==> config.mk <==
export PLATFORM = sky130hd
export DESIGN_NAME = uart_cmd_top
export DESIGN_NICKNAME = d
export VERILOG_FILES = /design/src/rtl/uart_cmd_pkg.sv /design/src/rtl/uart_cfg_pkg.sv /design/src/rtl/uart_cmd_top.sv /design/src/rtl/uart_cmd_master.sv /design/src/rtl/uart_rx_frame.sv /design/src/rtl/uart_tx_frame.sv
export SDC_FILE = /design/constraint.sdc
export NUM_CORES = 1
export LEC_CHECK = 0
export ABC_AREA = 1
export BUFFER_PORTS_ARGS = -buffer_cell sky130_fd_sc_hd__buf_2
export CAP_MARGIN = 5
export CORE_UTILIZATION = 35
export CTS_BUF_LIST = sky130_fd_sc_hd__clkbuf_8
export DETAILED_ROUTE_END_ITERATION = 10
export PLACE_DENSITY = 0.59
export SLEW_MARGIN = 25
export SYNTH_ARGS = -nofsm -noshare
export SYNTH_HDL_FRONTEND = slang
export SYNTH_SLANG_ARGS = --single-unit
==> constraint.sdc <==
create_clock -name clk -period 5.8 [get_ports clk]
set_input_delay 0 -clock clk [delete_from_list [all_inputs] [get_ports clk]]
set_output_delay 0 -clock clk [all_outputs]
set_load 0.05 [all_outputs]
==> src/rtl/uart_cmd_pkg.sv <==
`default_nettype none

package uart_cmd_pkg;

  // Write view of a host command.
  typedef struct packed {
    logic       is_wr;
    logic [6:0] addr;
    logic [7:0] data;
  } wr_cmd_t;

  // Read view, low byte carries nothing.
  typedef struct packed {
    logic       is_wr;
    logic [6:0] addr;
    logic [7:0] unused;
  } rd_cmd_t;

  // One 16-bit host word, decoded by its top bit.
  typedef union packed {
    wr_cmd_t wr;
    rd_cmd_t rd;
  } cmd_word_u;

  // Result of one received frame.
  typedef struct packed {
    logic [7:0] data;
    logic       parity_err;
    logic       frame_err;
  } frame_byte_t;

  // Read response to the host.
  typedef struct packed {
    logic [7:0] data;
    logic       parity_err;
    logic       timeout;
  } rsp_t;

endpackage

`default_nettype wire

==> src/rtl/uart_cfg_pkg.sv <==
`default_nettype none

package uart_cfg_pkg;

  // ************************************************************
  // Line timing
  // ************************************************************

  // Clock cycles per serial bit.
  localparam int clks_per_bit = 8;

  // Mid-bit sample point after the start edge.
  localparam int half_bit = clks_per_bit / 2;

  // Payload bits, and the whole frame with start, parity and stop.
  localparam int data_bits  = 8;
  localparam int frame_bits = data_bits + 3;

  // Idle cycles between the two frames of one command.
  localparam int frame_gap = 100;

  // Wait for a response start bit, 40 bit periods.
  localparam int rsp_timeout = 40 * clks_per_bit;

  // ************************************************************
  // Counter widths
  // ************************************************************

  localparam int baud_cnt_w = $clog2(clks_per_bit);
  localparam int bit_cnt_w  = $clog2(frame_bits);
  localparam int wait_cnt_w = $clog2((rsp_timeout > frame_gap) ? rsp_timeout : frame_gap);

endpackage

`default_nettype wire
==> src/rtl/uart_cmd_top.sv <==
`timescale 1ns/1ps
`default_nettype none

module uart_cmd_top (
  input  logic                    clk,
  input  logic                    rst_n,
  input  uart_cmd_pkg::cmd_word_u cmd,
  input  logic                    cmd_vld,
  output logic                    cmd_rdy,
  output uart_cmd_pkg::rsp_t      rsp,
  output logic                    rsp_vld,
  output logic                    tx,
  input  logic                    rx
);

  import uart_cmd_pkg::*;

  logic [7:0]  tx_byte;
  logic        tx_vld;
  logic        tx_rdy;
  frame_byte_t rx_frame;
  logic        rx_vld;

  uart_cmd_master u_master (
    .clk      (clk),
    .rst_n    (rst_n),
    .cmd      (cmd),
    .cmd_vld  (cmd_vld),
    .cmd_rdy  (cmd_rdy),
    .tx_byte  (tx_byte),
    .tx_vld   (tx_vld),
    .tx_rdy   (tx_rdy),
    .rx_frame (rx_frame),
    .rx_vld   (rx_vld),
    .rsp      (rsp),
    .rsp_vld  (rsp_vld)
  );

  uart_tx_frame u_tx (
    .clk     (clk),
    .rst_n   (rst_n),
    .tx_byte (tx_byte),
    .tx_vld  (tx_vld),
    .tx_rdy  (tx_rdy),
    .tx      (tx)
  );

  uart_rx_frame u_rx (
    .clk      (clk),
    .rst_n    (rst_n),
    .rx       (rx),
    .rx_frame (rx_frame),
    .rx_vld   (rx_vld)
  );

endmodule

`default_nettype wire

==> src/rtl/uart_cmd_master.sv <==
`timescale 1ns/1ps
`default_nettype none

module uart_cmd_master (
  input  logic                      clk,
  input  logic                      rst_n,
  input  uart_cmd_pkg::cmd_word_u   cmd,
  input  logic                      cmd_vld,
  output logic                      cmd_rdy,
  output logic [7:0]                tx_byte,
  output logic                      tx_vld,
  input  logic                      tx_rdy,
  input  uart_cmd_pkg::frame_byte_t rx_frame,
  input  logic                      rx_vld,
  output uart_cmd_pkg::rsp_t        rsp,
  output logic                      rsp_vld
);

  import uart_cfg_pkg::*;
  import uart_cmd_pkg::*;

  typedef enum logic [2:0] {
    st_idle,
    st_addr,
    st_addr_wait,
    st_gap,
    st_data,
    st_data_wait,
    st_rsp
  } state_t;

  state_t                state_q;
  cmd_word_u             cmd_q;
  logic [wait_cnt_w-1:0] cnt_q;
  logic                  cmd_acc;
  logic                  tx_acc;
  logic                  gap_done;
  logic                  rsp_hit;
  logic                  rsp_tmo;

  assign cmd_rdy = (state_q == st_idle);
  assign cmd_acc = cmd_vld & cmd_rdy;
  assign tx_vld  = (state_q == st_addr) || (state_q == st_data);
  assign tx_acc  = tx_vld & tx_rdy;

  // Address byte carries the write flag in its top bit.
  assign tx_byte = (state_q == st_data) ? cmd_q.wr.data : {cmd_q.rd.is_wr, cmd_q.rd.addr};

  assign gap_done = (state_q == st_gap) && (cnt_q == wait_cnt_w'(frame_gap - 1));
  assign rsp_hit  = (state_q == st_rsp) && rx_vld;
  assign rsp_tmo  = (state_q == st_rsp) && !rx_vld
                    && (cnt_q == wait_cnt_w'(rsp_timeout - 1));

  // ************************************************************
  // Command FSM
  // ************************************************************

  always_ff @(posedge clk or negedge rst_n)
  begin
    if (!rst_n)
    begin
      state_q <= st_idle;
      cnt_q   <= '0;
      rsp_vld <= 1'b0;
    end
    else
    begin
      rsp_vld <= 1'b0;
      case (state_q)
        st_idle:
          if (cmd_acc)
          begin
            state_q <= st_addr;
          end
        st_addr:
          if (tx_acc)
          begin
            state_q <= st_addr_wait;
          end
        st_addr_wait:
          if (tx_rdy)
          begin
            state_q <= st_gap;
            cnt_q   <= '0;
          end
        st_gap:
          if (gap_done)
          begin
            cnt_q   <= '0;
            state_q <= cmd_q.wr.is_wr ? st_data : st_rsp;
          end
          else
          begin
            cnt_q <= cnt_q + 1'b1;
          end
        st_data:
          if (tx_acc)
          begin
            state_q <= st_data_wait;
          end
        st_data_wait:
          if (tx_rdy)
          begin
            state_q <= st_idle;
          end
        st_rsp:
          if (rsp_hit || rsp_tmo)
          begin
            rsp_vld <= 1'b1;
            state_q <= st_idle;
          end
          else
          begin
            cnt_q <= cnt_q + 1'b1;
          end
        default:
          state_q <= st_idle;
      endcase
    end
  end

  always_ff @(posedge clk)
  begin
    if (cmd_acc)
    begin
      cmd_q <= cmd;
    end
  end

  // A broken stop bit is reported as a parity error.
  always_ff @(posedge clk)
  begin
    if (rsp_hit)
    begin
      rsp.data       <= rx_frame.data;
      rsp.parity_err <= rx_frame.parity_err | rx_frame.frame_err;
      rsp.timeout    <= 1'b0;
    end
    else if (rsp_tmo)
    begin
      rsp.data       <= '0;
      rsp.parity_err <= 1'b0;
      rsp.timeout    <= 1'b1;
    end
  end

endmodule

`default_nettype wire

==> src/rtl/uart_rx_frame.sv <==
`timescale 1ns/1ps
`default_nettype none

module uart_rx_frame (
  input  logic                      clk,
  input  logic                      rst_n,
  input  logic                      rx,
  output uart_cmd_pkg::frame_byte_t rx_frame,
  output logic                      rx_vld
);

  import uart_cfg_pkg::*;

  logic [1:0]            sync_q;
  logic                  rx_d_q;
  logic                  rx_s;
  logic                  fall;
  logic                  busy_q;
  logic [baud_cnt_w-1:0] baud_cnt_q;
  logic [bit_cnt_w-1:0]  bit_cnt_q;
  logic [data_bits-1:0]  data_q;
  logic                  par_err_q;
  logic                  sample;
  logic                  at_start;
  logic                  at_data;
  logic                  at_par;
  logic                  at_stop;

  assign rx_s = sync_q[1];
  assign fall = rx_d_q & ~rx_s;

  // Baud counter runs down; zero is the mid-bit sample.
  assign sample   = busy_q && (baud_cnt_q == '0);
  assign at_start = (bit_cnt_q == '0);
  assign at_data  = !at_start && (bit_cnt_q <= bit_cnt_w'(data_bits));
  assign at_par   = (bit_cnt_q == bit_cnt_w'(data_bits + 1));
  assign at_stop  = (bit_cnt_q == bit_cnt_w'(frame_bits - 1));

  // Two-flop synchronizer, then one more flop for the edge.
  always_ff @(posedge clk or negedge rst_n)
  begin
    if (!rst_n)
    begin
      sync_q <= 2'b11;
      rx_d_q <= 1'b1;
    end
    else
    begin
      sync_q <= {sync_q[0], rx};
      rx_d_q <= rx_s;
    end
  end

  // ************************************************************
  // Frame sequencing
  // ************************************************************

  always_ff @(posedge clk or negedge rst_n)
  begin
    if (!rst_n)
    begin
      busy_q     <= 1'b0;
      baud_cnt_q <= '0;
      bit_cnt_q  <= '0;
      rx_vld     <= 1'b0;
    end
    else
    begin
      rx_vld <= 1'b0;
      if (!busy_q)
      begin
        if (fall)
        begin
          busy_q     <= 1'b1;
          baud_cnt_q <= baud_cnt_w'(half_bit - 1);
          bit_cnt_q  <= '0;
        end
      end
      else if (baud_cnt_q != '0)
      begin
        baud_cnt_q <= baud_cnt_q - 1'b1;
      end
      else
      begin
        baud_cnt_q <= baud_cnt_w'(clks_per_bit - 1);
        bit_cnt_q  <= bit_cnt_q + 1'b1;
        // Glitch, not a start bit.
        if (at_start && rx_s)
        begin
          busy_q <= 1'b0;
        end
        if (at_stop)
        begin
          busy_q <= 1'b0;
          rx_vld <= 1'b1;
        end
      end
    end
  end

  // Data arrives LSB first.
  always_ff @(posedge clk)
  begin
    if (sample)
    begin
      if (at_data)
      begin
        data_q <= {rx_s, data_q[data_bits-1:1]};
      end
      if (at_par)
      begin
        par_err_q <= ~^{data_q, rx_s};
      end
      if (at_stop)
      begin
        rx_frame.data       <= data_q;
        rx_frame.parity_err <= par_err_q;
        rx_frame.frame_err  <= ~rx_s;
      end
    end
  end

endmodule

`default_nettype wire

==> src/rtl/uart_tx_frame.sv <==
`timescale 1ns/1ps
`default_nettype none

module uart_tx_frame (
  input  logic       clk,
  input  logic       rst_n,
  input  logic [7:0] tx_byte,
  input  logic       tx_vld,
  output logic       tx_rdy,
  output logic       tx
);

  import uart_cfg_pkg::*;

  logic                  busy_q;
  logic [baud_cnt_w-1:0] baud_cnt_q;
  logic [bit_cnt_w-1:0]  bit_cnt_q;
  // Stop, parity and data bits still to go, next one in bit 0.
  logic [data_bits+1:0]  shift_q;
  logic                  tx_acc;
  logic                  bit_end;

  assign tx_rdy  = ~busy_q;
  assign tx_acc  = tx_vld & ~busy_q;
  assign bit_end = busy_q && (baud_cnt_q == baud_cnt_w'(clks_per_bit - 1));

  // ************************************************************
  // Line sequencing
  // ************************************************************

  always_ff @(posedge clk or negedge rst_n)
  begin
    if (!rst_n)
    begin
      busy_q     <= 1'b0;
      tx         <= 1'b1;
      baud_cnt_q <= '0;
      bit_cnt_q  <= '0;
    end
    else if (tx_acc)
    begin
      // Start bit goes out right away.
      busy_q     <= 1'b1;
      tx         <= 1'b0;
      baud_cnt_q <= '0;
      bit_cnt_q  <= '0;
    end
    else if (bit_end)
    begin
      baud_cnt_q <= '0;
      if (bit_cnt_q == bit_cnt_w'(frame_bits - 1))
      begin
        busy_q <= 1'b0;
      end
      else
      begin
        tx        <= shift_q[0];
        bit_cnt_q <= bit_cnt_q + 1'b1;
      end
    end
    else if (busy_q)
    begin
      baud_cnt_q <= baud_cnt_q + 1'b1;
    end
  end

  // Odd parity over the data byte.
  always_ff @(posedge clk)
  begin
    if (tx_acc)
    begin
      shift_q <= {1'b1, ~^tx_byte, tx_byte};
    end
    else if (bit_end)
    begin
      shift_q <= shift_q >> 1;
    end
  end

endmodule

`default_nettype wire

* Yosys cells after proc, flatten, opt, wreduce, memory -nomap -nowiden
Cells that the tools add are included.
** Cells by class
- Reduce and logical (&&, ||, !) cells :: 32
- Mux-type cells :: 46
- $lt $le $gt $ge :: 1
- Eq/ne operators :: 22
- Add/sub/neg operators :: 5
- Bitwise logic cells :: 6
** Operators by type and width (count)
- $mux 9 :: 5
- $mux 3 :: 13
- $pmux 9 s3 :: 1
- $mux 4 :: 6
- $pmux 3 s7 :: 1
- $mux 10 :: 2
- $mux 1 :: 16
- $ne 2x2->1 const B :: 7
- $eq 3x3->1 const B :: 4
- $eq 4x4->1 const B :: 3
- $reduce_and 2->1 :: 6
- $add 9x1->9 const B :: 1
- $eq 9x7->1 const B :: 1
- $eq 9x9->1 const B :: 1
- $reduce_bool 3->1 :: 3
- $reduce_xnor 9->1 :: 1
- $add 4x1->4 const B :: 2
- $logic_and 1x1->1 :: 8
- $mux 8 :: 1
- $reduce_bool 2->1 :: 4
- $reduce_xnor 8->1 :: 1
- $reduce_and 7->1 :: 1
- $eq 3x2->1 const B :: 2
- $logic_not 3->1 :: 2
- 13 further kinds :: 20
** Storage, ports and cells
- Input port bits :: 20
- Logic and storage cells :: 136
- Flip-flop bits (word level) :: 89
- Output and inout bits :: 13

* Logic depth before layout (Yosys ltp)
- Depth after elaboration :: 6
- Gate-level depth with buffers :: 13

* Cells and area by module
Synthesis repeated with hierarchy kept, for this count alone.
** Unflattened totals
- Cell total of the unflattened synthesis :: 456
- Area total of the unflattened synthesis :: 4340.4 sq um
** By module, submodules not included
- uart_cmd_master :: area each 1926.8 sq um, cells each 197, times used 1, sequential area each 1096.1 sq um
- uart_rx_frame :: area each 1367.6 sq um, cells each 130, times used 1, sequential area each 874.6 sq um
- uart_tx_frame :: area each 1046.0 sq um, cells each 129, times used 1, sequential area each 516.7 sq um

* Worst setup path before layout
OpenSTA, ideal clock, no wires.
- Path kind :: reg2reg
- Start point :: register u_master.state_q[0]
- End point :: register u_master.cmd_q[0] in the netlist's numbering (enable)
- Buffers on the path :: 1
- Arrival time :: 1.542 ns
- Cell stages (with the launch flop) :: 5
- Path slack :: 3.870 ns
- Library setup time :: 0.389 ns
- Cell sequence :: dfrtp_1 nor2_4 buf_4 nand2_1 nor2_1
** On the way
- Longest elaborated chain between the ends :: 2
** RTL lines
- start, declared :: RTL line uart_cmd_master.sv:32 : state_t state_q;
- start signal, assigned :: RTL line uart_cmd_master.sv:62 : state_q <= st_idle;
- start signal, assigned :: RTL line uart_cmd_master.sv:73 : state_q <= st_addr;
- start signal, assigned :: RTL line uart_cmd_master.sv:78 : state_q <= st_addr_wait;
- $logic_not 3->1 :: RTL line uart_cmd_master.sv:41 : assign cmd_rdy = (state_q == st_idle);
- $and 1x1->1 :: RTL line uart_cmd_master.sv:42 : assign cmd_acc = cmd_vld & cmd_rdy;
- net u_master.cmd_acc :: RTL line uart_cmd_master.sv:35 : logic cmd_acc;
- end signal, assigned :: RTL line uart_cmd_master.sv:126 : cmd_q <= cmd;
- end, declared :: RTL line uart_cmd_master.sv:33 : cmd_word_u cmd_q;
The timed path passes the listed nets, and every way through them passes these cells.
A chain may end at the register's enable or synchronous reset.

* Final worst setup path
- Start point :: register u_master.state_q[2]
- End point :: register u_tx.shift_q[4] (enable)
** On the way
- Longest elaborated chain between the ends :: 4
- Elaborated cells between the ends (all ways) :: 5
** RTL lines
- $eq 3x1->1 / $eq 3x3->1 (equally long branches) :: RTL line uart_cmd_master.sv:43 : assign tx_vld = (state_q == st_addr) || (state_q == st_data);
- $logic_or 1x1->1 (*) :: RTL line uart_cmd_master.sv:43
- $and 1x1->1 (*) :: RTL line uart_tx_frame.sv:24 : assign tx_acc = tx_vld & ~busy_q;
- $reduce_bool 2->1 (no line) (*)
- end signal, assigned :: RTL line uart_tx_frame.sv:72 : shift_q <= {1'b1, ~^tx_byte, tx_byte};
- end signal, assigned :: RTL line uart_tx_frame.sv:76 : shift_q <= shift_q >> 1;
- end, declared :: RTL line uart_tx_frame.sv:19 : logic [data_bits+1:0] shift_q;
Every way passes the cells marked *; elsewhere a longest branch is shown, timed or not.

==> reports/metrics.cfg <==
[grt]
grt_pass1_wl_mm = 12.8
globalRouteOverflowTotal = 0
antenna_found_initial = 0
grt_start_max_net_pins = 35
grtUsageTotal_pct = 13.4
first_global_vias = 2820

[setup_path]
critPathKind = reg2reg
critical_path.slowest_cell = dfrtp_1
path_cells = o21ai_1, o21bai_1, nor2_2, inv_2, nand2_1
r2r_cells = 5
worst_setup_path_end_kind = flip-flop
cp_data_arrival_time_ns = 2.25
reg2reg_slack_ns = 3.58
cp_slowest_stage_delay_ns = 0.78
startpoint = u_master.state_q[2]
start_kind = flip-flop
worst_ep_required_time_ns = 5.83
r2r-start = u_master.state_q[2]
crit_fanout = 21

[synthesis]
synth_cell_types = 45
synth_fp_nets = 457
ys_seq_elements = 89
synth_ff_type = edfxtp_1
syn_avg_cell_area_um2 = 9.82
ys_warn_count = 0
syn_inst = 426
async_reset_ff_share_pct = 38.2
synth_edf_count = 53
synth.area.top_cells = edfxtp_1, dfrtp_1, nand2_1, inv_1, ha_1
synth_top_area_share_pct = 38.0
ys_seq_area_share_pct = 59.4
netlist.top_cell.by_area = edfxtp_1
syn_area_mm2 = 0.00419

[drt]
drt-total-wl_mm = 7.60
routedWlPerCell_um = 12.1
num_vias = 2902
ant_nets = 0
firstDrtPassIters = 4
viasPerCell = 4.63
drt_iter0_drc = 171
drc = 0

[pwr]
switching_power_w = 0.000705
leakage_nw = 2.20
clockPowerShare_pct = 20.2
p_sw_share_pct = 36.9
p_int_w = 0.00120
combPwrFrac_pct = 32.8
pwr-share-seq_pct = 47.1
finalPower_w = 0.00191
irDropWorstVdd_v = 0.000170
p_per_area_mw_per_mm2 = 394

[run]
cap_violations = 0

[clock_tree]
h-tree-depth = 3
clockBufferDepth = 2
cts_sinks = 89
cts-buffers-inserted = 9
cts.clk_slew.worst_paths_ns = 0.08
cts_tree = built
postCtsSetupBuffers = 0
cts-root-buf = clkbuf_8
clock_latency_ns = 0.37

[floorplanning]
die_w_um = 111
start_util_pct = 36.3
die_area_mm2 = 0.0124
rows = 39
die-height_um = 111
core_mm2 = 0.0115
ios = 33

[worst_hold_path]
hold_path.startpoint = cmd_vld
hold_path.class = in2reg
whs_path_depth = 4

[cells_and_area]
final_common_cell = nand2_1
drive_above_1_share_pct = 16.5
antenna_cells = 0
layout_common_cells = nand2_1, inv_1, edfxtp_1, buf_2, nor2_1
fin_util_pct = 42.0
final_nets = 510
syn2layout_area_growth_pct = 15.5

[timing]
tightest_slew_ns = 0.812
finalSetupTns_ns = 0
fmax_ghz = 0.450
period_share_pct = 38.3
hold_violations = 0
max_slew_margin_pct = 45.8
setup_viol = 0
slew_viol_final = 0
fin_skew_ns = 0.00898
rsz0062_at_grt = false
fin_crit_ns = 2.22

[place]
gp_congestion = 0.790
hpwl_mm = 5.47
port_buffers = 32

[outcome]
status = complete, no violations

==> per-stage QoR <==
step / setup WS, ns / hold WS, ns / area, µm² / std cells
2_1_floorplan: 3.87 / -0.296 / 4190 / 426
3_5_place_dp: 3.58 / 0.116 / 4470 / 593
5_1_grt: 3.36 / 0.211 / 4840 / 627
6_report: 3.58 / 0.215 / 4840 / 627
3_3_place_gp: 3.66 / 0.108 / 4470 / 593
4_1_cts: 3.57 / 0.197 / 4830 / 627
==> final timing paths <==
path / to
max: u_tx.shift_q[4]
min: u_master.cmd_q[15]
max reg2reg: u_tx.shift_q[4]
min reg2reg: u_rx.sync_q[1]
max in group asynchronous: u_master.rsp_vld
min in group asynchronous: u_rx.busy_q
==> cells in the mapped netlist, drive strengths merged, types with 2 or more instances <==
cell type	number
o21ai	34
o31ai	2
buf	8
nand4	3
xor2	4
dfstp	4
xnor2	5
a21oi	11
o21a	2
nor2	36
nand3	22
ha	11
nand3b	4
inv	65
nand2	112
o211ai	2
dfrtp	30
edfxtp	53
nor3	4
a32o	3
dfxtp	2
==> cells by family (layout without fill, tap and decap cells) <==
logic type	after synthesis	in the layout	share of synthesized area (%)
AO/OA/AOI/OAI	60	60	9.03
adder cells (fa/ha/maj)	11	11	3.29
buffers and inverters	75	133	7.32
XOR/XNOR	9	9	1.88
AND/OR/NAND/NOR	182	182	19.0
flip-flops	89	89	59.4
==> worst max-delay path, delay by kind of cell, from the launching register on <==
family	cells	cell delay [ns]
DFF	1	0.78
and+or+nand+nor	2	0.56
AOI/OAI and AO/OA	2	0.35
buffers and inverters	1	0.20
==> flip-flops by register name, indices dropped and copies added (netlist names), 2 cells and up <==
| signal | flops |
|---|---|
| u_rx.rx_frame | 10 |
| u_tx.baud_cnt_q | 3 |
| u_master.cnt_q | 9 |
| u_master.cmd_q | 16 |
| u_rx.sync_q | 2 |
| u_tx.bit_cnt_q | 4 |
| u_tx.shift_q | 10 |
| u_rx.data_q | 8 |
| u_rx.baud_cnt_q | 3 |
| u_master.rsp | 10 |
| u_rx.bit_cnt_q | 4 |
| u_master.state_q | 3 |
==> what timing repair did <==
| action | in CTS | in global routing |
|---|---|---|
| gates resized for setup | 0 | 0 |
| endpoints found under the hold margin | 47 | 0 |
| hold buffers | 18 | 0 |
==> routing by layer <==
metal	up-vias	global-route usage, %	part of all wire (%)
li1	1500	-	-
met2	44	22.3	49
met5	-	0	0
met1	1350	16.2	46
met3	8	5.01	3.8
met4	0	4.05	1.1
==> power groups by stage <==
stage / Combinational [W] / Clock (W) / Sequential [W]
5_1_grt: 0.000714 / 0.000427 / 0.000915
4_1_cts: 0.000631 / 0.000402 / 0.000899
3_5_place_dp: 0.000618 / 0 / 0.000912
3_3_place_gp: 0.000596 / 0 / 0.000909
6_report: 0.000625 / 0.000385 / 0.000898
2_1_floorplan: 0.000512 / 0 / 0.000893
==> cell type report <==
type | count | area, µm²
multi-input combinational | 262 | 1400
sequential | 89 | 2490
clock buffer | 10 | 138
inverter | 66 | 248
fill | 1118 | 6680
tap | 143 | 179
clock inverter | 6 | 40.0
timing repair buffer | 51 | 348
(Power assumes the default switching activity.)
